`config.mk`:
```
export PLATFORM = sky130hd
export DESIGN_NAME = dmem_arbiter
export DESIGN_NICKNAME = d
export VERILOG_FILES = /design/src/source/dmem_pkg.sv /design/src/source/remote_map_pkg.sv /design/src/source/dmem_arbiter.sv
export SDC_FILE = /design/constraint.sdc
export NUM_CORES = 1
export LEC_CHECK = 0
export BUFFER_PORTS_ARGS = -buffer_cell sky130_fd_sc_hd__buf_2
export CAP_MARGIN = 30
export CORE_AREA = 5 5 131 133
export DETAILED_ROUTE_END_ITERATION = 10
export DIE_AREA = 0 0 136 138
export GPL_TIMING_DRIVEN = 0
export SLEW_MARGIN = 15
export SYNTH_ARGS = -nofsm -noshare
export SYNTH_HDL_FRONTEND = slang
export SYNTH_SLANG_ARGS = --single-unit
export TNS_END_PERCENT = 30
```
`constraint.sdc`:
```
create_clock -name clk_i -period 1.7 [get_ports clk_i]
set_clock_uncertainty 0.15 [all_clocks]
set_input_delay 0.085 -clock clk_i [delete_from_list [all_inputs] [get_ports clk_i]]
set_output_delay 0.085 -clock clk_i [all_outputs]
set_load 0.01 [all_outputs]
```
`src/source/dmem_pkg.sv`:
```
package dmem_pkg;

  //////////////////////////////////////////////////////////////////////
  // word geometry
  //////////////////////////////////////////////////////////////////////

  localparam int data_width_gp = 32;

  // one enable per byte lane
  localparam int mask_width_gp = data_width_gp / 8;

  localparam int pc_width_gp = 32;

  // widest word index the remote address views can carry
  localparam int max_addr_width_gp = 14;

  //////////////////////////////////////////////////////////////////////
  // data types
  //////////////////////////////////////////////////////////////////////

  typedef logic [data_width_gp-1:0] dmem_word_t;

  typedef logic [mask_width_gp-1:0] dmem_mask_t;

  typedef logic [pc_width_gp-1:0] pc_t;

  // local core request kind
  typedef enum logic {
    local_load  = 1'b0,
    local_store = 1'b1
  } local_op_e;

endpackage

```
`src/source/remote_map_pkg.sv`:
```
package remote_map_pkg;

  //////////////////////////////////////////////////////////////////////
  // region codes, top bit of the wishbone byte address
  //////////////////////////////////////////////////////////////////////

  localparam logic region_dmem_gc    = 1'b0;
  localparam logic region_tracker_gc = 1'b1;

  // bits between the region bit and the word index
  localparam int addr_pad_width_gp = 32 - 1 - dmem_pkg::max_addr_width_gp - 2;

  // data memory view, byte offset ignored
  typedef struct packed {
    logic                                   region;
    logic [addr_pad_width_gp-1:0]           unused;
    logic [dmem_pkg::max_addr_width_gp-1:0] word_idx;
    logic [1:0]                             byte_off;
  } dmem_view_s;

  // tracker table view, one pc per word
  typedef struct packed {
    logic                                   region;
    logic [addr_pad_width_gp-1:0]           unused;
    logic [dmem_pkg::max_addr_width_gp-1:0] entry_idx;
    logic [1:0]                             zero;
  } tracker_view_s;

  // region bit picks the view
  typedef union packed {
    dmem_view_s    dmem;
    tracker_view_s trk;
  } remote_addr_u;

endpackage

```
`src/source/dmem_arbiter.sv`:
```
`timescale 1ns/10ps

module dmem_arbiter #(
  parameter int addr_width_p = 8
) (
  input  logic                    clk_i,
  input  logic                    reset_i,

  // remote requester, never stalled
  input  logic                    rem_v_i,
  input  logic                    rem_w_i,
  input  logic                    rem_region_i,
  input  logic [addr_width_p-1:0] rem_addr_i,
  input  dmem_pkg::dmem_mask_t    rem_mask_i,
  input  dmem_pkg::dmem_word_t    rem_data_i,
  output logic                    rem_done_o,
  output dmem_pkg::dmem_word_t    rem_rdata_o,

  // local queue head
  input  logic                    q_v_i,
  input  dmem_pkg::local_op_e     q_op_i,
  input  logic [addr_width_p-1:0] q_addr_i,
  input  dmem_pkg::dmem_mask_t    q_mask_i,
  input  dmem_pkg::dmem_word_t    q_data_i,
  input  dmem_pkg::pc_t           q_pc_i,
  output logic                    q_yumi_o,

  // data memory
  output logic                    mem_en_o,
  output logic                    mem_we_o,
  output logic [addr_width_p-1:0] mem_addr_o,
  output dmem_pkg::dmem_mask_t    mem_mask_o,
  output dmem_pkg::dmem_word_t    mem_wdata_o,
  input  dmem_pkg::dmem_word_t    mem_rdata_i,

  // write tracker
  output logic                    trk_rec_v_o,
  output dmem_pkg::pc_t           trk_pc_o,
  output logic                    trk_rd_v_o,
  output logic [addr_width_p-1:0] trk_rd_addr_o,
  input  dmem_pkg::pc_t           trk_rdata_i,

  // local load return
  output logic                    local_rdata_v_o,
  output dmem_pkg::dmem_word_t    local_rdata_o
);

  logic rem_trk;
  logic local_grant;
  logic local_st;
  logic rem_done_r;
  logic rd_trk_r;
  logic local_rd_r;

  // remote always wins
  assign rem_trk     = (rem_region_i == remote_map_pkg::region_tracker_gc);
  assign local_grant = q_v_i & ~rem_v_i;
  assign local_st    = (q_op_i == dmem_pkg::local_store);
  assign q_yumi_o    = local_grant;

  assign mem_en_o    = (rem_v_i & ~rem_trk) | local_grant;
  assign mem_we_o    = rem_v_i ? rem_w_i : local_st;
  assign mem_addr_o  = rem_v_i ? rem_addr_i : q_addr_i;
  assign mem_mask_o  = rem_v_i ? rem_mask_i : q_mask_i;
  assign mem_wdata_o = rem_v_i ? rem_data_i : q_data_i;

  // only local stores are tracked
  assign trk_rec_v_o   = local_grant & local_st;
  assign trk_pc_o      = q_pc_i;
  assign trk_rd_v_o    = rem_v_i & rem_trk & ~rem_w_i;
  assign trk_rd_addr_o = rem_addr_i;

  always_ff @(posedge clk_i) begin
    if (!reset_i) begin
      rem_done_r <= 1'b0;
      local_rd_r <= 1'b0;
    end else begin
      rem_done_r <= rem_v_i;
      local_rd_r <= local_grant & ~local_st;
    end
  end

  // source of the read data one cycle on
  always_ff @(posedge clk_i) begin
    rd_trk_r <= rem_trk;
  end

  assign rem_done_o      = rem_done_r;
  assign rem_rdata_o     = rd_trk_r ? dmem_pkg::dmem_word_t'(trk_rdata_i) : mem_rdata_i;
  assign local_rdata_v_o = local_rd_r;
  assign local_rdata_o   = mem_rdata_i;

endmodule

```
After elaboration in Yosys (flattened, before gate mapping)
Cells that the tools add are included.
- mux-type cells: 5
- bitwise logic cells: 11
- operators with widths (kind ; number):
    $mux 32 ; 2
    $mux 8 ; 1
    $and 1x1->1 ; 6
    $mux 4 ; 1
    $not 1->1 ; 4
    $mux 1 ; 1
    $or 1x1->1 ; 1
- flip-flop bits (word level): 3
- bits of input ports: 191
- output and inout port bits: 155
- word-level logic and storage cells: 19

Depth between registers and ports, before layout
- word-level depth: 3
- mapped depth: 4
- gate-level depth less buffers: 2

Least setup slack after synthesis
Ideal clock, no wire load.
- path type: reg-to-output
- start point: register rd_trk_r
- end point: output rem_rdata_o[3]
- data arrival time: 955 ps
- required time: 1465 ps
- slack: 510 ps
- stages on the path, launching flop included: 4
- path buffers: 2
- cell sequence: dfxtp_1 > clkbuf_2 > buf_6 > mux2_1
- longest elaborated chain between the ends: 1
- RTL lines (element ; line ; RTL):
    start, declared ; dmem_arbiter.sv:52 ; logic rd_trk_r;
    start signal, assigned ; dmem_arbiter.sv:85 ; rd_trk_r <= rem_trk;
    $mux 32 ; dmem_arbiter.sv:89 ; assign rem_rdata_o = rd_trk_r ? dmem_pkg::dmem_word_t'(trk_rdata_i) : mem_rdata_i;
    end, declared ; dmem_arbiter.sv:17 ; output dmem_pkg::dmem_word_t rem_rdata_o,
No other way between the ends.

Worst setup path after layout
- start point: register rd_trk_r
- end point: output rem_rdata_o[17]
The elaborated chain is that of the path after synthesis.

==> run summary <==
status -> completed
total congestion overflow -> 0
drt pass-1 iters -> 3
Worst Setup Path Type -> reg -> out
TNS Setup -> 0 ps
Nets -> 677
routed via count -> 2320
mux contribution to synthesized area -> 0.551
peak supply drop -> 0.217 mV
Mean Syn Cell Area -> 9.64 sq um
synth warn -> 0
Starting Density -> 0.103
Post CTS Setup Buffer Count -> 0
DRT Wirelength -> 9740 microns
setup violators final -> 0
Period minus WS final -> 1610 ps
pin count of the biggest net entering global routing -> 11
P&R area growth vs syn -> 119%
GPL Wtd Cong -> 0.733
share of cells above drive strength 1 -> 0.971
Setup crit start kind -> flop
Slew @ Worst Pin -> 176 ps
Core Region -> 0.0157 sq mm
clock sink total -> 3
# port buffers -> 312
die extent in x -> 136 microns
Mapped Cells -> 168
Adder-Cell Fraction of Synth Area -> 0
FP Rows -> 46
critical-path cell with the highest stage delay -> mux2_2
final period utilization -> 0.947
Num CTS Buffers -> 3
max incr delay on CP -> 360 ps
sequential fraction of the synthesis area -> 0.0371
Vias/cell -> 3.31
main combinational cell family by area after synthesis -> multiplexers
Avg WL per Cell -> 13.9 microns
first-pass GRT wire length -> 14000 microns
CTS tree -> yes
Initial DRC Count -> 29
Post-Syn Nets -> 359
CP Capture Type -> primary output
Critical Path Fanout Max -> 10
GRT Util Overall -> 0.0917
Data required, critical path -> 1460 ps
Clock H-tree levels -> 1
total power -> 1380 uW
diodes inserted -> 0
DRC viols -> 0
simple-gate share of the synthesized area -> 0.0216
leakage -> 0.00205 uW
Die Span Y -> 138 microns
Root Driver -> clkbuf_16
CTS max path bufs -> 2
Post-DRT Antenna Nets -> 0
power per cell area -> 389 mW/mm^2
HP Class -> in -> reg
Fmax -> 621 MHz
Fillers -> 1767
maxcap violations -> 0
io pins -> 346
Slew Limit Headroom -> 0.882
#FFs+latches synth -> 3
DIE AREA -> 0.0188 sq mm
CP arrival -> 1380 ps
Final Util -> 0.226
Post-Syn Area -> 0.00162 sq mm
antenna violations before repair -> 0
Final Hold Fails -> 0
Post-Synth XOR/XNOR Area -> 0
Critical Path, Cell by Cell -> clkbuf_4 -> buf_6 -> mux2_2 -> buf_2
RSZ-0062 raised after global routing -> no
Slew Limit Fails -> 0
post-DP HPWL -> 9160 microns
number of global-route vias before repair -> 2620
Unique masters post-synth -> 13
Worst-path clk slew -> 30 ps
compound-gate portion of the synthesized area -> 0.00463
[report_power, final]
| group | internal (uW) | total [uW] | switching (uW) |
|---|---|---|---|
| sequential | 74.1 | 75.2 | 1.07 |
| clock | 309 | 371 | 61.4 |
| combinational | 542 | 933 | 391 |
[cell usage in the layout, fill, tap and decap left out]
master and count:
buf_2 312, buf_4 75, mux2_2 68, mux2_4 7
buf_6 5, clkbuf_16 3, dfxtp_1 3, mux2_1 2
and2_1 2, clkbuf_4 1, nor2b_1 1, nand2_1 1
nor2_1 1, o21a_1 1, and3b_1 1, clkbuf_1 1
dlygate4sd3_1 1
[through the flow]
step / hold slack (ps) / setup WS (ps) / std cells / instance area, sq um
2_1_floorplan: -37.3 / 510 / 168 / 1620
3_3_place_gp: 99.5 / 241 / 696 / 3450
3_5_place_dp: 101 / 246 / 696 / 3450
4_1_cts: 12.9 / 4.95 / 701 / 3540
5_1_grt: 41.6 / 25.8 / 701 / 3540
6_report: 13.8 / 89.4 / 701 / 3540
[critical path: cells and delay by family, from the launching register on]
family,cells,cell delay (ps)
buf+inv,3,490
mux,1,360
flops,1,290
[cells by family (layout without fill, tap and decap cells)]
kind of cell,count (synthesis),count (layout)
buffers and inverters,81,398
AOI/OAI and AO/OA,1,1
and+or+nand+nor,6,6
DFF,3,3
muxes,77,77
[layout make-up]
| type | instances | area, sq um | share of cell area |
|---|---|---|---|
| timing repair buffer | 313 | 1570 | 0.444 |
| multi-input combinational | 84 | 936 | 0.264 |
| buffer | 81 | 627 | 0.177 |
| tap | 216 | 270 | 0.0763 |
| clock buffer | 4 | 78.8 | 0.0222 |
| sequential | 3 | 60.1 | 0.0169 |
[per-layer routing]
metal	track usage	wire, microns	up-vias
li1	-	-	1138
met1	0.0988	3410	999
met2	0.186	5180	181
met3	0.0174	1120	2
met4	0.00955	19	0
met5	0	0	-
[path summary, 6_finish.rpt]
path / startpoint / end / depth (start not counted)
min: reset_i / rem_done_o$_SDFF_PN0_ / 2
max: rd_trk_r$_DFF_P_ / rem_rdata_o[17] / 4
[cell usage after synthesis (all sizes together)]
library cell,count,area share
nand2,1,0.0023
nor2,1,0.0023
o21a,1,0.0046
nor2b,1,0.0039
buf,80,0.38
mux2,77,0.55
and3b,1,0.0054
clkbuf,1,0.0031
and2,2,0.0077
dfxtp,3,0.037
[flip-flops by register name (all words and copies together), names as in the netlist]
| name | count |
|---|---|
| local_rdata_v_o | 1 |
| rd_trk_r | 1 |
| rem_done_o | 1 |
[repair_timing]
action / in CTS / in global routing
setup endpoints to repair: 0 / 27
resized for setup: 0 / 2
endpoints found under the hold margin: 1 / 0
hold buffers: 1 / 0
(Power assumes the default switching activity.)
