===== config.mk =====
export PLATFORM = sky130hd
export DESIGN_NAME = local_req_fifo
export DESIGN_NICKNAME = d
export VERILOG_FILES = /design/src/source/dmem_pkg.sv /design/src/source/local_req_fifo.sv
export SDC_FILE = /design/constraint.sdc
export NUM_CORES = 1
export LEC_CHECK = 0
export BUFFER_PORTS_ARGS = -buffer_cell sky130_fd_sc_hd__buf_2
export CORE_ASPECT_RATIO = 2
export CORE_UTILIZATION = 57
export DETAILED_ROUTE_END_ITERATION = 12
export GPL_ROUTABILITY_DRIVEN = 0
export PLACE_DENSITY_LB_ADDON = 0.15
export SLEW_MARGIN = 5
export SYNTH_ARGS = -nofsm -noshare
export SYNTH_HDL_FRONTEND = slang
export SYNTH_SLANG_ARGS = --single-unit

===== constraint.sdc =====
create_clock -name clk_i -period 2.9 [get_ports clk_i]
set_input_delay 0.29 -clock clk_i [delete_from_list [all_inputs] [get_ports clk_i]]
set_output_delay 0.29 -clock clk_i [all_outputs]
set_load 0.005 [all_outputs]

===== src/source/dmem_pkg.sv =====
package dmem_pkg;

  //////////////////////////////////////////////////////////////////////
  // word geometry
  //////////////////////////////////////////////////////////////////////

  localparam int data_width_gp = 32;

  // one enable per byte lane
  localparam int mask_width_gp = data_width_gp / 8;

  localparam int pc_width_gp = 32;

  // widest word index the remote address views can carry
  localparam int max_addr_width_gp = 14;

  //////////////////////////////////////////////////////////////////////
  // data types
  //////////////////////////////////////////////////////////////////////

  typedef logic [data_width_gp-1:0] dmem_word_t;

  typedef logic [mask_width_gp-1:0] dmem_mask_t;

  typedef logic [pc_width_gp-1:0] pc_t;

  // local core request kind
  typedef enum logic {
    local_load  = 1'b0,
    local_store = 1'b1
  } local_op_e;

endpackage


===== src/source/local_req_fifo.sv =====
`timescale 1ns/10ps

module local_req_fifo #(
  parameter int addr_width_p = 8,
  parameter int fifo_depth_p = 4
) (
  input  logic                    clk_i,
  input  logic                    reset_i,

  // core side
  input  logic                    local_v_i,
  input  dmem_pkg::local_op_e     local_op_i,
  input  logic [addr_width_p-1:0] local_addr_i,
  input  dmem_pkg::dmem_mask_t    local_mask_i,
  input  dmem_pkg::dmem_word_t    local_data_i,
  input  dmem_pkg::pc_t           local_pc_i,
  output logic                    local_ready_o,

  // head of queue
  output logic                    q_v_o,
  output dmem_pkg::local_op_e     q_op_o,
  output logic [addr_width_p-1:0] q_addr_o,
  output dmem_pkg::dmem_mask_t    q_mask_o,
  output dmem_pkg::dmem_word_t    q_data_o,
  output dmem_pkg::pc_t           q_pc_o,
  input  logic                    q_yumi_i
);

  localparam int ptr_width_lp = (fifo_depth_p > 1) ? $clog2(fifo_depth_p) : 1;
  localparam int cnt_width_lp = $clog2(fifo_depth_p + 1);

  dmem_pkg::local_op_e     op_mem   [fifo_depth_p];
  logic [addr_width_p-1:0] addr_mem [fifo_depth_p];
  dmem_pkg::dmem_mask_t    mask_mem [fifo_depth_p];
  dmem_pkg::dmem_word_t    data_mem [fifo_depth_p];
  dmem_pkg::pc_t           pc_mem   [fifo_depth_p];

  logic [ptr_width_lp-1:0] wptr_r;
  logic [ptr_width_lp-1:0] rptr_r;
  logic [cnt_width_lp-1:0] count_r;
  logic                    push;
  logic                    pop;

  // wrap at depth, which need not be a power of two
  function automatic logic [ptr_width_lp-1:0] next_ptr(input logic [ptr_width_lp-1:0] ptr);
    if (ptr == ptr_width_lp'(fifo_depth_p - 1)) begin
      return '0;
    end
    return ptr + 1'b1;
  endfunction

  assign local_ready_o = (count_r != cnt_width_lp'(fifo_depth_p));
  assign q_v_o         = (count_r != '0);
  assign push          = local_v_i & local_ready_o;
  assign pop           = q_yumi_i & q_v_o;

  always_ff @(posedge clk_i) begin
    if (push) begin
      op_mem[wptr_r]   <= local_op_i;
      addr_mem[wptr_r] <= local_addr_i;
      mask_mem[wptr_r] <= local_mask_i;
      data_mem[wptr_r] <= local_data_i;
      pc_mem[wptr_r]   <= local_pc_i;
    end
  end

  //////////////////////////////////////////////////////////////////////
  // pointers and occupancy
  //////////////////////////////////////////////////////////////////////

  always_ff @(posedge clk_i) begin
    if (!reset_i) begin
      wptr_r  <= '0;
      rptr_r  <= '0;
      count_r <= '0;
    end else begin
      if (push) begin
        wptr_r <= next_ptr(wptr_r);
      end
      if (pop) begin
        rptr_r <= next_ptr(rptr_r);
      end
      case ({push, pop})
        2'b10:   count_r <= count_r + 1'b1;
        2'b01:   count_r <= count_r - 1'b1;
        default: count_r <= count_r;
      endcase
    end
  end

  assign q_op_o   = op_mem[rptr_r];
  assign q_addr_o = addr_mem[rptr_r];
  assign q_mask_o = mask_mem[rptr_r];
  assign q_data_o = data_mem[rptr_r];
  assign q_pc_o   = pc_mem[rptr_r];

endmodule


* After elaboration in Yosys (flattened, before gate mapping)
Memory sizes are Yosys's and may differ from the RTL's. A register that Yosys moved wholly into a read port is not among the register bits. Index checks and enable logic that the tools add are counted.
Storage, ports and cells: register bits 7, memory bits (writable) 308, bits of input ports 81, output and inout port bits 79, logic and storage cells 44, memories 5
Memories:
- data_mem | words 4, bits a word 32, rd ports 1, clocked after memory_dff 1, wr ports 1, RTL line local_req_fifo.sv:35 | dmem_pkg::dmem_word_t data_mem [fifo_depth_p];
- pc_mem | words 4, bits a word 32, rd ports 1, clocked after memory_dff 1, wr ports 1, RTL line local_req_fifo.sv:36 | dmem_pkg::pc_t pc_mem [fifo_depth_p];
- addr_mem | words 4, bits a word 8, rd ports 1, clocked after memory_dff 1, wr ports 1, RTL line local_req_fifo.sv:33 | logic [addr_width_p-1:0] addr_mem [fifo_depth_p];
- mask_mem | words 4, bits a word 4, rd ports 1, clocked after memory_dff 1, wr ports 1, RTL line local_req_fifo.sv:34 | dmem_pkg::dmem_mask_t mask_mem [fifo_depth_p];
- op_mem | words 4, bits a word 1, rd ports 1, clocked after memory_dff 1, wr ports 1, RTL line local_req_fifo.sv:32 | dmem_pkg::local_op_e op_mem [fifo_depth_p];
Operators by class: add/subtract/negate cells 4, eq/ne operators 5, muxes and demuxes 23, bitwise operators 2, reduce and logical (&&, ||, !) cells 2
Operator list (number):
- 2-bit 2-to-1 mux | 14
- 1-bit 2-to-1 mux | 8
- 2-bit equality test (second input constant) | 3
- 3-bit one-hot mux with 2 select lines | 1
- 2-bit by 1-bit adder with 2-bit output (second input constant) | 2
- 3-bit by 1-bit adder with 3-bit output (second input constant) | 1
- 3-bit != test (second input constant) | 1
- 3-bit nonzero test | 1
- 3-bit by 1-bit subtractor with 3-bit output (second input constant) | 1
- 1-bit AND | 2
- 2-bit by 1-bit equality test with 1-bit output (second input constant) | 1
- 2-bit nonzero test | 1

* Depth between registers and ports, before layout
depth in word-level cells 7, gate-level depth with buffers 10, gate-level depth less buffers 9

* Worst setup path before layout
OpenSTA, ideal clock, no wires.
path type flip-flop to flip-flop, start register count_r[1], end register count_r[2], library setup time 76 ps, arrival time 2288 ps, required time 2824 ps, slack 536 ps, cell stages (with the launch flop) 11, path buffers 1, clock period less this slack 2364 ps, cells stage by stage dfxtp_1 -> or3b_1 -> buf_6 -> and2_4 -> inv_1 -> ha_1 -> inv_1 -> fa_1 -> xor2_1 -> or3_2 -> a21boi_0
On the way: word-level cells in the longest chain between the ends 4, elaborated cells between the ends (all ways) 10, classes of those cells add/sub: 2; eq/ne: 3; mux: 1; bitwise: 2; reduce/logical: 2
RTL lines:
- from (decl) | RTL line local_req_fifo.sv:40 | logic [cnt_width_lp-1:0] count_r;
- from (signal assigned) | RTL line local_req_fifo.sv:84 | 2'b10: count_r <= count_r + 1'b1;
- from (signal assigned) | RTL line local_req_fifo.sv:85 | 2'b01: count_r <= count_r - 1'b1;
- from (signal assigned) | RTL line local_req_fifo.sv:86 | default: count_r <= count_r;
- 3-bit != test * | RTL line local_req_fifo.sv:52 | assign local_ready_o = (count_r != cnt_width_lp'(fifo_depth_p));
- named net local_ready_o | RTL line local_req_fifo.sv:17 | output logic local_ready_o,
- 1-bit AND * | RTL line local_req_fifo.sv:54 | assign push = local_v_i & local_ready_o;
- 2-bit by 1-bit equality test with 1-bit output / 2-bit equality test (equally long branches) | RTL line local_req_fifo.sv:83 | case ({push, pop})
- 3-bit one-hot mux with 2 select lines / 2-bit nonzero test (equally long branches)
The timed path passes the listed nets; every way through them passes the cells marked *. A chain may end at the register's enable or synchronous reset.

* Worst setup path after layout
start register count_r[2], end register count_r[2]
On the way: word-level cells in the longest chain between the ends 4, elaborated cells between the ends (all ways) 10, classes of those cells add/sub: 2; eq/ne: 3; mux: 1; bitwise: 2; reduce/logical: 2
RTL lines (RTL line):
- 3-bit != test / 3-bit nonzero test (equally long branches) | local_req_fifo.sv:52, local_req_fifo.sv:53
- 1-bit AND, on equally long branches | local_req_fifo.sv:54, local_req_fifo.sv:55
- 2-bit by 1-bit equality test with 1-bit output / 2-bit equality test (equally long branches) | local_req_fifo.sv:83
- 3-bit one-hot mux with 2 select lines / 2-bit nonzero test (equally long branches)
Several ways; a longest one is shown, not always the timed one.

==> flow_summary.yaml <==
detailed_routing:
  via_per_inst: 5.53
  via_count: 5514
  met3_length_um: 921
  ant_nets: 0
  highest_layer: "met4"
  drc_errors: 0
  wl_met2_mm: 12.3
  wl_mm: 21.3
  wl_met1_mm: 7.51
  dr.pass1.iters: 4
  post_drt_wl_per_cell_um: 21.3
  dr.first_iter.drc_count: 206
power:
  power.density_nw_per_um2: 808
  p_switching_mw: 2.79
  seq_power_share_pct: 49.3
  internal_power_mw: 8.85
  sw_frac_of_total_pct: 24.0
  power.share.clock_pct: 30.5
  p_leak_nw: 4.90
  vdd_drop_max_mv: 0.643
  p_comb_share_pct: 20.3
  power.total_mw: 11.6
die:
  io_pins: 160
  die_w_um: 103
  initial_core_util_pct: 58.3
  num_rows: 73
  fp.coreArea_sq_um: 19900
  fp.dieH_um: 204
  die_area_sq_um: 21000
synthesis:
  syn-cell-area_sq_um: 11600
  synth-xor-area-share_pct: 0.151
  syn_avg_cell_area_sq_um: 25.3
  ys_ff_latch: 317
  synth_seq_area_share_pct: 81.3
  async_reset_ff_share_pct: 0
  synth_top_family_by_area: "multiplexers"
  synth.most_common_cell: "edfxtp_1"
  syn_inst: 459
  synth_cell_type_count: 25
  synthMuxAreaShare_pct: 15.0
  yosysWarnings: 0
  synth_edf_count: 308
  synth_area_leaders: "edfxtp_1, mux4_2, dfxtp_1"
  syn_nets: 547
  synth_compound_area_share_pct: 0.345
  synth-simple-area-share_pct: 1.05
  synth_common_cells: "edfxtp_1, mux4_2, buf_2, dfxtp_1, inv_1"
  yosysTopAreaCellShare_pct: 79.7
  synthAdderAreaFrac_pct: 0.819
  ys.flop_type: "edfxtp_1"
  yosys.area.top_type: "edfxtp_1"
critical_path:
  crit_required_ns: 3.35
  startpoint_type: "flip-flop"
  cp.arrival_ns: 3.04
  ff2ff_setup_slack_ns: 0.31
  reg2reg_to: "count_r[2]"
  worstSetupEndpointType: "flip-flop"
  cp_cell_sequence: "or3b_1, and2_4, inv_1, ha_1, inv_1, fa_1, xor2_1, or3_2, a21boi_0"
  r2r_cells: 9
  rr_startpoint: "count_r[2]"
  cp_slowest_cell: "or3b_1"
  max_stage_delay_ns: 0.48
  critPathMaxFanout: 7
  crit_top_cell: "inv_1"
  critPathKind: "reg -> reg"
global_routing:
  grt_pass1_vias: 6098
  grt_pass1_wl_mm: 32.2
  grt_antenna_before_repair: 0
  grt.total_usage_pct: 21.0
  grt_overflow: 0
  grt_max_degree: 40
sta:
  fmax_mhz: 386
  rsz0062_at_grt: "no"
  min_period_ns: 2.59
  hold_violations: 0
  clock_skew_ns: 0.00936
  final-max-slew-violation-count: 0
  setup_viol: 0
  relSlewSlack_pct: 60.7
  tns_ns: 0
  fin_crit_sh_pct: 89.3
  setup_ws_ns: 0.310
  worstMarginPinSlew_ns: 0.589
placement:
  portBuffers: 159
  placed_cells: 876
  hpwl_mm: 13.5
  dpl_worst_slack_ns: 0.335
final_layout:
  stdcell_count: 998
  n_antenna_cell: 0
  layout.nets: 805
  syn2layout_area_growth_pct: 24.1
  final_layout_size_suffix_gt1_share_pct: 40.5
  final_util_pct: 72.3
  fillCellCount: 1257
clock_network:
  cts_resized: 0
  cts_made_buffers: 26
  clk_latency_ns: 0.52
  clk_path_buf_depth: 3
  cts_setup_buffers: 0
  cts-root-buf: "clkbuf_16"
  cts.sinks: 317
  cts_tree: "built"
  htree_levels: 1
  path_clk_slew_ns: 0.07
  postCtsHoldBufs: 73
outcome:
  status: "finished, final reports clean"
min_path:
  min_path_type: "in -> reg"
  whs_endpoint: "data_mem[3][5]"
  hold-path-cell-count: 1
  hp-start: "local_data_i[5]"
run:
  drv_cap: 0
==> layout make-up <==
| cell class | count | area [sq um] | area share (%) |
|---|---|---|---|
| well taps | 262 | 328 | 2.28 |
| repair buffers | 250 | 1700 | 11.8 |
| flip-flops and latches | 317 | 9440 | 65.5 |
| clock buffers | 30 | 687 | 4.77 |
| clock inverters | 17 | 189 | 1.31 |
| multi-input cells | 115 | 2030 | 14.1 |
| inverters | 7 | 26.3 | 0.182 |
==> cells by family after synthesis <==
logic type	after synthesis
AO/OA/AOI/OAI	7
AND/OR/NAND/NOR	21
flip-flops	317
buffers and inverters	27
XOR/XNOR	2
adder cells (fa/ha/maj)	7
multiplexers	78
==> through the flow <==
step                cell area, sq um  hold WS (ns)
finish                         14400        0.0247
global placement               12800         0.481
CTS                            14400       0.00229
floorplan                      11600         0.389
detailed placement             12800         0.504
global route                   14400       0.00315
==> critical path, delay by kind of cell (launching register included) <==
kind                       cells  cell delay (ns)
AOI/OAI and AO/OA              1             0.17
xor gates and xnor gates       1             0.16
adders and majority gates      2             0.55
buffers and inverters          2             0.12
DFF                            1             0.39
and+or+nand+nor                3             1.12
==> placed cells by master, fill, tap and decap left out <==
cell type and instances:
clkbuf_16 27, fa_1 1, or3_2 2, clkinv_4 1, nand2_1 6, clkinv_2 2, clkinvlp_4 2, a21boi_0 1
edfxtp_1 308, or3b_1 1, bufinv_16 4, clkbuf_1 3, inv_1 7, ha_1 6, clkinv_1 7, buf_2 159
dfxtp_1 7, and3_4 4, nand4_1 1, mux2i_1 1, buf_4 13, o31ai_1 1, nor2_1 2, and2_1 2
o21ai_1 1, o21ai_0 4, and2_4 1, xor2_1 1, dfxtp_4 2, buf_12 3, inv_6 1, nand3_1 2
xnor2_1 1, mux4_2 77, dlygate4sd3_1 75
==> power by group through the flow <==
stage | clock network, mW | logic (mW) | registers, mW
CTS | 3.62 | 2.41 | 5.75
global placement | 0 | 2.29 | 5.81
global route | 3.79 | 2.57 | 5.78
detailed placement | 0 | 2.32 | 5.85
floorplan | 0 | 1.51 | 5.69
finish | 3.55 | 2.36 | 5.73
==> routing by layer <==
metal / track usage (%) / vias to the layer above
li1: - / 2471
met5: 0 / -
met4: 6.84 / 0
met2: 39.7 / 140
met1: 23.1 / 2864
met3: 3.70 / 39
==> how the worst max path moves through the flow <==
stage	startpoint	endpoint	slack [ns]	cells after the start
after floorplan	count_r[1]	count_r[2]	0.54	10
after global placement	count_r[2]	count_r[2]	0.46	9
after detailed placement	count_r[2]	count_r[2]	0.33	9
after CTS	flip-flop	q_data_o[15]	0.28	3
after global routing	count_r[2]	count_r[2]	0.15	9
final	count_r[2]	count_r[2]	0.31	9
==> flip-flops by register name, summed over array words and instances, names as in the netlist, named ones only <==
register,flops
rptr_r,2
wptr_r,2
pc_mem,128
mask_mem,16
count_r,3
op_mem,4
data_mem,128
addr_mem,32
Power figures use the tool's default switching activity.
