==> src/source/dmem_pkg.sv <==
package dmem_pkg;

  //////////////////////////////////////////////////////////////////////
  // word geometry
  //////////////////////////////////////////////////////////////////////

  localparam int data_width_gp = 32;

  // one enable per byte lane
  localparam int mask_width_gp = data_width_gp / 8;

  localparam int pc_width_gp = 32;

  // widest word index the remote address views can carry
  localparam int max_addr_width_gp = 14;

  //////////////////////////////////////////////////////////////////////
  // data types
  //////////////////////////////////////////////////////////////////////

  typedef logic [data_width_gp-1:0] dmem_word_t;

  typedef logic [mask_width_gp-1:0] dmem_mask_t;

  typedef logic [pc_width_gp-1:0] pc_t;

  // local core request kind
  typedef enum logic {
    local_load  = 1'b0,
    local_store = 1'b1
  } local_op_e;

endpackage

==> src/source/remote_map_pkg.sv <==
package remote_map_pkg;

  //////////////////////////////////////////////////////////////////////
  // region codes, top bit of the wishbone byte address
  //////////////////////////////////////////////////////////////////////

  localparam logic region_dmem_gc    = 1'b0;
  localparam logic region_tracker_gc = 1'b1;

  // bits between the region bit and the word index
  localparam int addr_pad_width_gp = 32 - 1 - dmem_pkg::max_addr_width_gp - 2;

  // data memory view, byte offset ignored
  typedef struct packed {
    logic                                   region;
    logic [addr_pad_width_gp-1:0]           unused;
    logic [dmem_pkg::max_addr_width_gp-1:0] word_idx;
    logic [1:0]                             byte_off;
  } dmem_view_s;

  // tracker table view, one pc per word
  typedef struct packed {
    logic                                   region;
    logic [addr_pad_width_gp-1:0]           unused;
    logic [dmem_pkg::max_addr_width_gp-1:0] entry_idx;
    logic [1:0]                             zero;
  } tracker_view_s;

  // region bit picks the view
  typedef union packed {
    dmem_view_s    dmem;
    tracker_view_s trk;
  } remote_addr_u;

endpackage

==> src/source/wb_remote_port.sv <==
`timescale 1ns/10ps

module wb_remote_port #(
  parameter int addr_width_p = 8
) (
  input  logic                         clk_i,
  input  logic                         reset_i,

  // wishbone classic slave
  input  logic                         wb_cyc_i,
  input  logic                         wb_stb_i,
  input  logic                         wb_we_i,
  input  remote_map_pkg::remote_addr_u wb_adr_i,
  input  dmem_pkg::dmem_mask_t         wb_sel_i,
  input  dmem_pkg::dmem_word_t         wb_dat_i,
  output logic                         wb_ack_o,
  output dmem_pkg::dmem_word_t         wb_dat_o,

  // request to the arbiter
  output logic                         rem_v_o,
  output logic                         rem_w_o,
  output logic                         rem_region_o,
  output logic [addr_width_p-1:0]      rem_addr_o,
  output dmem_pkg::dmem_mask_t         rem_mask_o,
  output dmem_pkg::dmem_word_t         rem_data_o,
  input  logic                         rem_done_i,
  input  dmem_pkg::dmem_word_t         rem_rdata_i
);

  logic                 pend_r;
  dmem_pkg::dmem_word_t dat_r;

  // region bit and index sit at the same place in both views
  assign rem_region_o = wb_adr_i.dmem.region;
  assign rem_addr_o   = wb_adr_i.dmem.word_idx[addr_width_p-1:0];

  // one request per strobe, none while the ack is out
  assign rem_v_o    = wb_cyc_i & wb_stb_i & ~pend_r;
  assign rem_w_o    = wb_we_i;
  assign rem_mask_o = wb_sel_i;
  assign rem_data_o = wb_dat_i;

  // ack follows the grant by one cycle
  always_ff @(posedge clk_i) begin
    if (!reset_i) begin
      pend_r <= 1'b0;
    end else begin
      pend_r <= rem_v_o;
    end
  end

  // hold the last read word after the ack
  always_ff @(posedge clk_i) begin
    if (rem_done_i) begin
      dat_r <= rem_rdata_i;
    end
  end

  assign wb_ack_o = pend_r;
  assign wb_dat_o = rem_done_i ? rem_rdata_i : dat_r;

endmodule

==> config.mk <==
export PLATFORM = sky130hd
export DESIGN_NAME = wb_remote_port
export DESIGN_NICKNAME = d
export VERILOG_FILES = /design/src/source/dmem_pkg.sv /design/src/source/remote_map_pkg.sv /design/src/source/wb_remote_port.sv
export SDC_FILE = /design/constraint.sdc
export NUM_CORES = 1
export LEC_CHECK = 0
export ABC_AREA = 0
export BUFFER_PORTS_ARGS = -buffer_cell sky130_fd_sc_hd__buf_2
export CORE_AREA = 2 2 76 78
export CTS_CLUSTER_SIZE = 30
export DETAILED_ROUTE_END_ITERATION = 8
export DIE_AREA = 0 0 78 80
export PLACE_DENSITY = 0.75
export SLEW_MARGIN = 10
export SYNTH_ARGS = -nofsm -noshare
export SYNTH_HDL_FRONTEND = slang
export SYNTH_SLANG_ARGS = --single-unit
export TNS_END_PERCENT = 50
==> constraint.sdc <==
create_clock -name clk_i -period 1.1 [get_ports clk_i]
set_clock_uncertainty 0.2 [all_clocks]
set_input_delay 0.22 -clock clk_i [delete_from_list [all_inputs] [get_ports clk_i]]
set_output_delay 0.22 -clock clk_i [all_outputs]
set_load 0.005 [all_outputs]
# Word level (Yosys, flattened, before mapping)
# Cells that the tools add are included.
# op_classes
mux	1
bitwise_logic	3
# op_table
cell	count
two-way mux 32 bit	1
AND 1 bit	2
inverter 1 bit	1
# word_totals
ff_bits	33
input_bits	106
out_inout_bits	80
word_cells	6

# Logic depth before layout (Yosys ltp)
# Gate-level depths: netlist (run 1).
# logic_depth
word_depth	2
depth_mapped	3
ltp_nobuf	1

# Least setup slack after synthesis (run 1)
# No wires, ideal clock.
# synth_path
path_type	input port to output port
startpoint	input rem_done_i
endpoint	output wb_dat_o[0]
arrival_time_ns	0.778
required_ns	0.680
setup_slack_ns	-0.098
path_stages	3
n_path_buf	2
cell_sequence	buf_6 buf_12 mux2_4
# synth_via
elab_chain_cells	1
# synth_rtl
item	line_no	text
start: declaration	wb_remote_port.sv:26	input logic rem_done_i,
two-way mux 32 bit	-	
end: declaration	wb_remote_port.sv:17	output dmem_pkg::dmem_word_t wb_dat_o,
# Every way passes these cells.

# Worst setup path in the final report (run 1)
# layout_path
startpoint	register dat_r[22]
endpoint	output wb_dat_o[22]
# layout_via
elab_chain_cells	1
# layout_rtl
item	line_no	text
start: declaration	wb_remote_port.sv:31	dmem_pkg::dmem_word_t dat_r;
start signal: assignment	wb_remote_port.sv:55	dat_r <= rem_rdata_i;
two-way mux 32 bit	-	
# Every way passes these cells.

==> results.txt, run 1 <==
The flow ran to the end, but the final reports show violations. The final reports fail on hold timing, setup timing. The synthesized cell area is about 1600 um2. The reg-to-reg critical path endpoint is dat_r[25]$_DFF_P_. Per report_power, the combinational group accounts for a little over a fifth of the total. The proportion of total power due to net switching came out at between 20% and 30%. The post-synthesis area per instance came out at roughly 13 um2.

After clock tree synthesis, the clock-pin slew on the worst setup and hold paths is roughly 80 ps. The number of gates on the worst path with buffers counted is 2. The number of port buffers came out at 70. The die covers ~6200 um2. Final hold analysis gives a worst-case slack of -25.7 ps. The count of different cell masters after synthesis is 8. Headroom to the max-slew limit came out at 92.5%. The power density of the placed cells is 1570 nW/um2.

The number of synthesis warnings is 0. The number of antenna violations at the first check in global routing came out at 0. The number of enable flip-flop cells after synthesis came out at 0. The ratio of final minimum period to clock period is 128%.

The final setup violation count is 34. Yosys instantiated no cell more often than sky130_fd_sc_hd__buf_4. The synthesized netlist devotes 0% of its cell area to XOR and XNOR gates.

The worst setup path is captured at a primary output. In this run, placement finished with an instance count of roughly 210. The row count came out at 27. By count the netlist is led by sky130_fd_sc_hd__buf_4, sky130_fd_sc_hd__dfxtp_1, sky130_fd_sc_hd__mux2_4, sky130_fd_sc_hd__buf_12, sky130_fd_sc_hd__mux2_2. The number of inserted diodes came out at 0. The count of max-cap constraint violations is 0. The number of standard cells in the final layout excluding fillers came out at 222. IR analysis of the VDD net gives a maximum drop of between 600 and 700 uV. Counting every instance in the synthesized netlist gives 117. The fraction of power consumed by sequential logic came out at between 40% and 50%. The simple-gate portion of the synthesized area came out at 1.20%. In this run the worst setup path terminates at wb_dat_o[22]. The fraction of synthesized area in multiplexers is approximately 30%. Summing the areas of all fa, ha and maj instances in the mapped netlist gives 0% of the synthesized area. The die boundary width is a little under 80 um. The synthesis-to-finish area growth came out at 28.5%. The cell sitting at the root of the clock tree is a sky130_fd_sc_hd__clkbuf_8.

The most used flip-flop cell after synthesis is sky130_fd_sc_hd__dfxtp_1. The number of design rule violations left after detail routing is 0. sky130_fd_sc_hd__dfxtp_1 takes more of the synthesized area than any other cell.

The depth of the worst register-to-register path is 2. On the critical path, the stage with the largest delay is an instance of sky130_fd_sc_hd__dfxtp_1. The endpoint arrival time on the critical path is about 990 ps.

Across all layers, the routed design uses slightly below 900 vias. approximately 190 I/O pins were placed. The residual antenna-violating net count after detailed routing came out at 0.

The CTS tree is yes. The pin count of the biggest net entering global routing came out at 13. Of the total power, the clock network draws a little over a third. Broken down by cell family, the worst path's largest delay share belongs to flip-flops. The number of nets in the layout is ~260. For the finished layout, the period the worst path requires is roughly 1400 ps. In this run, CTS created clock tree buffers numbering 5. The hold violation count in the final report came out at 31.

The routability congestion estimate from global placement came out at around 0.63. Counting both buffers and inverters, the worst setup path holds a total of 1. The biggest cell delay along the critical path came out at 310 ps. The number of pins exceeding their max-slew limit in the final report is 0. The worst register-to-register path begins at dat_r[25]$_DFF_P_. The leakage dissipation came out at 0.997 nW. After synthesis, the share of flip-flops with an asynchronous set or reset is 0%.

Walking the worst path, the cells encountered are mux2_4, buf_6. The data required time at the worst endpoint is 680 ps. The number of search-and-repair iterations in the first detailed-routing pass is 3. The transition time at the pin with the least slew margin is roughly 110 ps. The maximum fanout count along the critical path came out at 2. The standard cell core area came out at between 5000 and 6000 um2. The internal power consumption came out at 0.00247 W. The critical path class is reg2out. The post-synthesis sequential element count came out at 33. The aggregate global routing overflow came out at 0.

The starting density of the core came out at ~29%. The worst hold path belongs to the class in2reg. For this run, the register share of the synthesized area comes to between 40 and 50%. The post-detailed-routing wire length is just under 3 mm. Ranked by total cell area, the synthesized netlist is headed by sky130_fd_sc_hd__dfxtp_1, sky130_fd_sc_hd__mux2_4, sky130_fd_sc_hd__buf_4, sky130_fd_sc_hd__buf_12, sky130_fd_sc_hd__mux2_2. In this run the worst setup path begins at dat_r[22]$_DFF_P_. The number of nets produced by synthesis came out at roughly 220. Detailed placement ended at an HPWL of around 1.9 mm. STA classifies the critical path startpoint as a flip-flop.

The compound-gate portion of the synthesized area came out at 0%. The detailed router finished its first iteration with 14 violations. The post-route netlist has between 70% and 80% of its cells at a drive strength greater than 1.

The die boundary height came out at ~80 um. The first-pass GRT wire length came out at between 4 and 5 mm. The per-cell via count in the routed design came out at 3.99. The post-layout worst setup margin is -305 ps. The number of buffers between clock root and the deepest sink is 2. Setup repair after global routing could not meet its margin everywhere. The number of clock sinks seen by CTS is 33. The total design power came out at 0.00316 W.

The via count of the first global-routing pass is 931. Derived from the worst setup path, the maximum achievable clock frequency is 712 MHz. The final routed wire length divided by cell count came out at around 13 um. The clock latency reported for the late side of the worst-skew pair is roughly 280 ps.

The combinational family with the most area after synthesis is multiplexers. The net switching power figure came out at around 0.00070 W. The all-layer global routing usage came out at under 10%. After synthesis, the largest area contributor takes up a little over two fifths of total cell area. The setup slack of the most critical reg-to-reg path came out at ~100 ps. In this run the number of H-tree levels came out at 2.
-- registers in the layout, indices dropped and copies added, names as in the netlist --
signal	flops
wb_ack_o	1
dat_r	32
-- power by group through the flow --
| stage | sequential [W] | combinational (W) | clock [W] |
|---|---|---|---|
| after CTS | 0.00135 | 0.000667 | 0.00120 |
| after global placement | 0.00138 | 0.000465 | 0 |
| after global routing | 0.00137 | 0.000714 | 0.00126 |
| after floorplan | 0.00137 | 0.000431 | 0 |
| final | 0.00135 | 0.000669 | 0.00114 |
| after detailed placement | 0.00138 | 0.000477 | 0 |
-- metal layers --
metal / vias to the layer above / routed length (um) / part of all wire [%] / GRT usage (%)
met5: - / 0 / 0 / 0
met4: 0 / 193 / 6.7 / 9.65
met3: 24 / 324 / 11 / 4.41
met2: 57 / 1290 / 45 / 14.7
met1: 402 / 1090 / 37 / 9.31
li1: 403 / - / - / -
-- how the worst min path moves through the flow --
| stage | startpoint | endpoint | slack [ps] | depth (start not counted) |
|---|---|---|---|---|
| after CTS | rem_rdata_i[30] | dat_r[30]$_DFF_P_ | -40 | 2 |
| after floorplan | rem_rdata_i[0] | dat_r[0]$_DFF_P_ | 180 | 1 |
| after global routing | rem_rdata_i[19] | dat_r[19]$_DFF_P_ | -40 | 2 |
| after global placement | wb_adr_i[6] | rem_addr_o[4] | 240 | 0 |
| after detailed placement | wb_adr_i[6] | rem_addr_o[4] | 240 | 0 |
| final | rem_rdata_i[27] | dat_r[27]$_DFF_P_ | -30 | 2 |
-- through the flow --
stage	setup slack (ps)	TNS, ps	hold slack [ps]	util [%]	cell area (um2)
after global placement	-334	-12590	240	30.2	1630
after floorplan	-91.4	-2740	183	-	1580
after detailed placement	-343	-13130	240	30.2	1630
after global routing	-358	-11110	-41.2	37.3	2020
after CTS	-319	-10160	-43.1	37.1	2010
final	-305	-9600	-25.7	37.3	2020
-- cells by family after synthesis --
family        count (synthesis)
buf+inv                      50
flops                        33
simple gates                  2
mux                          32
-- timing repair --
item / in CTS / in global routing
setup endpoints to repair: 34 / 34
endpoints found under the hold margin: 31 / 31
gates cloned: 2 / 0
buffers inserted: 1 / 0
gates resized for setup: 35 / 3
-- cell usage in the layout (no fill, tap or decap), types with 2 or more instances in the layout --
cell	instances
sky130_fd_sc_hd__dfxtp_2	2
sky130_fd_sc_hd__clkbuf_8	5
sky130_fd_sc_hd__dfxtp_1	31
sky130_fd_sc_hd__buf_12	2
sky130_fd_sc_hd__buf_2	38
sky130_fd_sc_hd__buf_16	2
sky130_fd_sc_hd__buf_6	32
sky130_fd_sc_hd__mux2_4	31
-- area by class of cell --
class	count	area (um2)
fillers	539	3390
flip-flops and latches	33	663
repair buffers	75	653
multi-input cells	34	495
well taps	72	90.1
clock buffers	5	68.8
clock inverters	3	46.3
Power figures use the tool's default switching activity.
==> inputs of run 2 (changes only) <==
Settings changed: CORE_AREA 2 2 76 78 to 2 2 87 68, DIE_AREA 0 0 78 80 to 0 0 89 70.
==> results.txt, run 2 (synthesis results as in run 1) <==
The pin count of the biggest net entering global routing is 10 (-3). The top achievable clock speed came out at 719 MHz (+1.1%). The internal power consumption came to 0.00231 W (-6.2%). The starting density of the core is 28.4% (-0.63 points). The critical path in this run is classified as reg2out. The final HPWL from detailed placement came out at 1.90 mm (about the same).

The met1 track utilization from global routing was 10.8% (+1.5 points). The flow ran to the end, but the final reports show violations. The overall die area came to 6230 um2 (-0.16%). The part of the power in combinational logic is 23.7% (+2.6 points). The die boundary width came to 89 um (+14%). The leakage dissipation came to 1.01 nW (+1.6%).

The data required time at the worst endpoint came out at 680 ps (about the same). The count of max-cap constraint violations was 0 (unchanged). The number of buffer and inverter instances along the worst setup path is 1 (unchanged). The clock-pin slew reported for the worst setup and hold paths after clock tree synthesis was 70 ps (about the same).

The synthesis-to-finish area growth came out at 30.4%. The power share of the clock group came out at 30.4% (-5.7 points). The via count of the first global-routing pass is 909 (-2.4%).

The endpoint arrival time on the critical path came out at 970 ps (-20 ps). Traced cell by cell, the critical path runs through mux2_4, buf_6. The number of design rule violations left after detail routing is 0 (unchanged). The ratio of final minimum period to clock period came out at 126% (-1.4 points). The post-detailed-routing wire length is 3.00 mm (+3.7%).

The critical-path cell with the highest stage delay is sky130_fd_sc_hd__dfxtp_2. The register name with the most flops is dat_r. The transition time at the pin with the least slew margin came out at 81.6 ps (-31.3 ps).

The number of search-and-repair iterations in the first detailed-routing pass is 2 (-1). The proportion of total power due to net switching came out at 21.8% (-0.21 points). The number of clock sinks seen by CTS came out at 33 (unchanged). The worst max-slew margin expressed relative to the limit came out at 94.6% (+2.1 points). The startpoint class of the critical path is a flip-flop. The maximum fanout count along the critical path is 2 (unchanged).

The tightest min-delay check is of the in2reg type. The number of inserted diodes came out at 0 (unchanged). The fraction of layout cells with a size suffix above 1 is 81.3% (+3.3 points). The global routing met3 resource utilization is 4.26% (-0.16 points). The final routed wire length divided by cell count came out at 12.9 um (-1.2%). The tightest hold margin was -16.1 ps (+9.60 ps). TritonCTS built the clock tree. The number of pins exceeding their max-slew limit in the final report came to 0 (unchanged).

The clock latency reported for the late side of the worst-skew pair is 270 ps (about the same). The residual antenna-violating net count after detailed routing came out at 0 (unchanged). Grouping stages by cell kind, the critical path spends the most delay in flip-flops. The total number of H-tree levels is 2 (unchanged). The die boundary height is 70 um (-13%). The count of placed standard cells including taps came out at 217 (+2.8%). The number of standard cells in the final layout excluding fillers is 233 (+5.0%). Setup repair after global routing could not meet its margin everywhere. The flip-flop count of the largest register after layout is 32 (unchanged). The number of buffers between clock root and the deepest sink is 2 (unchanged).

The highest ir drop seen on vdd is 590 uV (-5.7%). The routability congestion estimate from global placement is 0.575 (-8.9%). The first-pass GRT wire length came out at 4.44 mm (+0.93%).

The post-layout worst setup margin came to -290 ps (+15.0 ps). The standard cell core area came to 5530 um2 (+2.2%). The aggregate global routing overflow was 0 (unchanged). The number of nets in the layout is 261 (+2.4%). The via count came to 897 (+1.2%). The hold violation count in the final report came out at 19 (-39%). The number of antenna violations at the first check in global routing is 0 (unchanged). The number of design-rule violations left by the first detailed-router iteration came out at 20 (+6). The power density of the placed cells came to 1450 nW/um2 (-7.8%). The met2 routing resource usage after global routing came out at 14.6% (-0.061 points).

The number of clock buffers inserted by TritonCTS came out at 5 (unchanged). In the layout the commonest cells are sky130_fd_sc_hd__buf_2, sky130_fd_sc_hd__mux2_4, sky130_fd_sc_hd__buf_6. The count of boundary I/O pins came out at 186 (unchanged). STA classifies the critical path endpoint as a primary output. The most frequent standard cell in the layout excluding fill and tap cells is sky130_fd_sc_hd__buf_2. The final period demand of the worst path is 1390 ps (-15.0 ps). The per-cell via count in the routed design came to 3.85 (-3.5%).

The checks that failed: hold timing, setup timing. The all-layer global routing usage is 9.56% (about the same). The row count was 24 (-11%).

The most crowded layer after global routing is met2. The biggest cell delay along the critical path is 310 ps (about the same). The final setup violation count is 34 (unchanged).

The share of the core filled with cells is 37.0% (-0.29 points). The root cell of the clock tree is sky130_fd_sc_hd__clkbuf_8. The fraction of power consumed by sequential logic came out at 45.9% (+3.1 points).

The net switching power figure came out at 0.000645 W (-7.4%). The number of port buffers is 70 (unchanged).
## run 2: per-stage QoR
step | TNS, ps | area, um2 | power [W] | setup slack (ps)
6_report | -9180 | 2050 | 0.00296 | -290
5_1_grt | -10500 | 2050 | 0.00313 | -334
4_1_cts | -9730 | 1980 | 0.00297 | -310
3_5_place_dp | -14680 | 1640 | 0.00186 | -377
3_3_place_gp | -14430 | 1640 | 0.00184 | -368
2_1_floorplan | -2740 | 1580 | 0.00180 | -91.4
## run 2: layer usage
metal	share of wire (%)	vias to the layer above
met5	0	-
met4	3.4	0
met1	39	396
li1	-	414
met2	47	69
met3	10	18
## run 2: layout make-up
| type | count | area, um2 |
|---|---|---|
| fill | 552 | 3480 |
| timing repair buffer | 81 | 701 |
| sequential | 33 | 669 |
| multi-input combinational | 34 | 492 |
| tap | 78 | 97.6 |
| clock buffer | 7 | 86.3 |
## run 2: timing repair
item,CTS,global route
setup endpoints to repair,34,34
hold endpoints to repair,28,23
pin swaps,0,0
setup buffers,3,4
resized for setup,34,9
cloned,2,0
## run 2: final timing paths
path	from	endpoint	slack (ps)	cells after the start
min reg2reg	dat_r[29]$_DFF_P_	dat_r[29]$_DFF_P_	270	1
max reg2reg	dat_r[20]$_DFF_P_	dat_r[20]$_DFF_P_	80	2
min	rem_rdata_i[29]	dat_r[29]$_DFF_P_	-20	2
max	dat_r[20]$_DFF_P_	wb_dat_o[20]	-290	2
## run 2: power groups by stage
| stage | Clock [W] | Sequential [W] | Combinational [W] |
|---|---|---|---|
| 6_report | 0.000900 | 0.00136 | 0.000700 |
| 5_1_grt | 0.00101 | 0.00137 | 0.000750 |
| 4_1_cts | 0.000954 | 0.00135 | 0.000662 |
| 3_5_place_dp | 0 | 0.00138 | 0.000477 |
| 3_3_place_gp | 0 | 0.00137 | 0.000471 |
| 2_1_floorplan | 0 | 0.00137 | 0.000431 |
==> inputs of run 3 (changes only) <==
Settings changed: ABC_AREA 0 to 1, CAP_MARGIN from default to 20, CORE_AREA 2 2 87 68 to 2 2 89 70, DIE_AREA 0 0 89 70 to 0 0 91 72, PLACE_DENSITY 0.75 to 0.73.
==> results.txt, run 3 <==
The routability congestion estimate from global placement is 0.604 (+5.2%). The data required time at the worst endpoint is 680 ps (about the same). The pin count of the biggest net entering global routing came to 16 (+6).

TritonCTS built the clock tree. The number of nets produced by synthesis was 293 (+31%). The clock latency reported for the late side of the worst-skew pair came out at 270 ps (about the same).

The number of clock buffers inserted by TritonCTS came out at 5 (unchanged). The highest ir drop seen on vdd came out at 543 uV (-8.0%). The synthesized netlist cell count came out at 187 (+60%). The via count is 1175 (+31%). The count of boundary I/O pins came to 186 (unchanged). The number of design-rule violations left by the first detailed-router iteration came to 15 (-25%). The number of search-and-repair iterations in the first detailed-routing pass came to 3 (+1). The final setup violation count came out at 34 (unchanged). The number of buffers between clock root and the deepest sink came out at 2 (unchanged). The aggregate global routing overflow came to 0 (unchanged).

The register name with the most flops is dat_r. The total area of sequential cells is 678 um2 (+1.3%). The number of inserted diodes is 0 (unchanged). The row count is 24 (unchanged).

The overall die area came to 6550 um2 (+5.2%). The depth of the worst register-to-register path is 3 (+1). The final routed wire length divided by cell count came out at 10.7 um (-17%). The most common cell in the synthesized netlist is sky130_fd_sc_hd__buf_4. The die boundary height is 72 um (+2.9%).

The cell accounting for the most synthesized area is sky130_fd_sc_hd__dfxtp_1. The flip-flop count of the largest register after layout came out at 32 (unchanged). The number of standard cells in the final layout excluding fillers came out at 299 (+28%).

The number of enable flip-flop cells after synthesis is 0 (unchanged). The biggest cell delay along the critical path came out at 320 ps (about the same). In the synthesized netlist the dominant register cell turns out to be sky130_fd_sc_hd__dfxtp_1. The post-detailed-routing wire length came out at 3.20 mm (+6.6%). The tightest hold margin is -48.6 ps (-32.5 ps). The endpoint arrival time on the critical path came out at 900 ps (-70 ps). The synthesis-to-finish area growth came out at 16.3%.

The hold violation count in the final report came to 28 (+9). The number of clock sinks seen by CTS came to 33 (unchanged). The final period demand of the worst path is 1320 ps (-71.2 ps). The post-layout worst setup margin came out at -219 ps (+71.2 ps). The worst setup path is launched from a flip-flop. The total number of H-tree levels came out at 2 (unchanged). In the synthesized netlist, the cells that appear most often are sky130_fd_sc_hd__buf_4, sky130_fd_sc_hd__inv_1, sky130_fd_sc_hd__dfxtp_1, sky130_fd_sc_hd__nand2_1, sky130_fd_sc_hd__o21ai_2.

The per-cell via count in the routed design came out at 3.93 (+2.1%). After synthesis, the cell types taking the most area are sky130_fd_sc_hd__dfxtp_1, sky130_fd_sc_hd__buf_4, sky130_fd_sc_hd__o21ai_2, sky130_fd_sc_hd__inv_1, sky130_fd_sc_hd__nand2_1. The count of different cell masters after synthesis came out at 12 (+4). The count of placed standard cells including taps is 285 (+31%). The via count of the first global-routing pass is 1199 (+32%). The number of antenna violations at the first check in global routing is 0 (unchanged).

The worst setup path is of the reg2out kind. The flow ran to the end, but the final reports show violations. The standard cell core area is 5650 um2 (+2.2%).

Leaving out fill and tap cells, the most frequent cell in the layout is sky130_fd_sc_hd__buf_2. In this run the critical register-to-register path is captured at dat_r[24]$_DFF_P_. The number of nets in the layout is 328 (+26%). The transition time at the pin with the least slew margin is 151 ps (+69.3 ps). The all-layer global routing usage came out at 10.3% (+0.74 points). The number of hold buffers added after CTS was 1. The fraction of layout cells with a size suffix above 1 was 67.0% (-14 points).

The synthesized cell area is 1640 um2 (+4.5%). The combined area of the multi-input logic cells came to 419 um2 (-15%). The power density of the placed cells is 1410 nW/um2 (-2.5%).

The die boundary width came out at 91 um (+2.2%). The reg-to-reg critical path startpoint is dat_r[24]$_DFF_P_. The worst max-slew margin expressed relative to the limit came out at 89.9% (-4.6 points).

The starting density of the core is 29.0% (+0.64 points). The setup slack of the most critical reg-to-reg path is 230 ps (+150 ps). The root cell of the clock tree is sky130_fd_sc_hd__clkbuf_8.

The post-synthesis area per instance came out at 8.77 um2 (-35%). The clock-pin slew reported for the worst setup and hold paths after clock tree synthesis came out at 60 ps (about the same). The top achievable clock speed is 758 MHz (+5.4%). The critical path goes through inv_2, o21ai_2, buf_2.

The number of design rule violations left after detail routing is 0 (unchanged). The checks that failed: hold timing, setup timing. The maximum fanout count along the critical path is 2 (unchanged).

The worst setup path endpoint is wb_dat_o[24]. The cell count of the worst hold path came to 3 (+1). On the critical path, the stage with the largest delay is an instance of sky130_fd_sc_hd__dfxtp_2. The critical path capture point type is a primary output. The leakage dissipation came to 0.997 nW (-1.6%). In this run the worst setup path begins at dat_r[24]$_DFF_P_. The count of max-cap constraint violations is 0 (unchanged). The async set-reset flop share out of synthesis is 0% (unchanged). The share of synthesized area occupied by flip-flops and latches is 40.3% (-1.8 points). The final HPWL from detailed placement came to 2.13 mm (+12%). The number of pins exceeding their max-slew limit in the final report came out at 0 (unchanged).

Setup repair after global routing could not meet its margin everywhere. Leaving out fill and tap cells, the most frequent cells in the layout are sky130_fd_sc_hd__buf_2, sky130_fd_sc_hd__o21ai_2, sky130_fd_sc_hd__nand2_1. The first-pass GRT wire length is 5.32 mm (+20%). The ratio of final minimum period to clock period is 120% (-6.5 points). The post-synthesis sequential element count is 33 (unchanged). The filler cell count is 613 (+11%). The residual antenna-violating net count after detailed routing is 0 (unchanged). The number of port buffers is 70 (unchanged). The number of synthesis warnings is 0 (unchanged). In this run the worst hold path is classified as in2reg. The portion of synthesized cell area occupied by the leading cell type came to 40.3% (-1.8 points).
[run 3: changes by cell type after synthesis, moves of 3 or more]
cell / delta
sky130_fd_sc_hd__inv_1: +35
sky130_fd_sc_hd__o21ai_2: +29
sky130_fd_sc_hd__o21ai_0: +3
sky130_fd_sc_hd__buf_8: +3
sky130_fd_sc_hd__nand2_1: +30
sky130_fd_sc_hd__mux2_4: -30
[run 3: worst min-delay path by stage]
stage                    startpoint             endpoint  slack [ps]
floorplan                   reset_i  wb_ack_o$_SDFF_PN0_         130
finish              rem_rdata_i[28]    dat_r[28]$_DFF_P_         -50
detailed placement  rem_rdata_i[28]    dat_r[28]$_DFF_P_         230
CTS                 rem_rdata_i[28]    dat_r[28]$_DFF_P_         -60
global placement    rem_rdata_i[28]    dat_r[28]$_DFF_P_         230
global route        rem_rdata_i[28]    dat_r[28]$_DFF_P_         -50
[run 3: repair_timing]
item | 4_1_cts | 5_1_grt
resized for setup | 13 | 25
setup endpoints to repair | 34 | 34
pin swaps | 0 | 6
endpoints found under the hold margin | 32 | 26
setup buffers | 1 | 4
gates cloned | 2 | 0
[run 3: logic make-up (layout without fill, tap and decap cells)]
| kind of cell | after synthesis | count (layout) | synth area share (%) |
|---|---|---|---|
| AOI/OAI and AO/OA | 32 | 32 | 16.4 |
| buffers and inverters | 88 | 122 | 35.1 |
| and+or+nand+nor | 34 | 34 | 8.17 |
| DFF | 33 | 33 | 40.3 |
[run 3: power breakdown]
group | switching (W) | leakage [nW] | internal, W
registers | 0.0000325 | 0.279 | 0.00132
logic | 0.000252 | 0.678 | 0.000263
clock network | 0.000409 | 0.0399 | 0.000416
total | 0.000694 | 0.997 | 0.00200
[run 3: area by class of cell]
type                       instances  area share (%)
tap                               78            5.12
timing repair buffer              81            26.6
multi-input combinational         66            22.0
clock buffer                       5            3.61
sequential                        33            35.6
inverter                          35            6.89
clock inverter                     1           0.262
[run 3: layer usage]
| layer | share of wire (%) | vias to the layer above | global-route usage [%] |
|---|---|---|---|
| met5 | 0 | - | 0 |
| met4 | 1.3 | 0 | 5.22 |
| met3 | 9.2 | 10 | 4.88 |
| met2 | 47 | 54 | 16.9 |
| met1 | 42 | 525 | 11.3 |
| li1 | - | 586 | - |
[run 3: critical path, delay by kind of cell, from the launching register on]
kind            cells  cell delay (ps)
flops               1              320
compound gates      1              140
buf+inv             2              160
[run 3: metrics by stage]
step / utilization (%) / instance area [um2] / total power (W) / worst slack, ps / setup TNS (ps)
after detailed placement: 29.9 / 1690 / 0.00181 / -260 / -6880
after floorplan: - / 1640 / 0.00176 / 35.7 / 0
after CTS: 33.0 / 1860 / 0.00272 / -232 / -6910
final: 33.8 / 1910 / 0.00269 / -219 / -6140
after global placement: 29.9 / 1690 / 0.00180 / -216 / -6190
after global routing: 33.8 / 1910 / 0.00287 / -297 / -8440
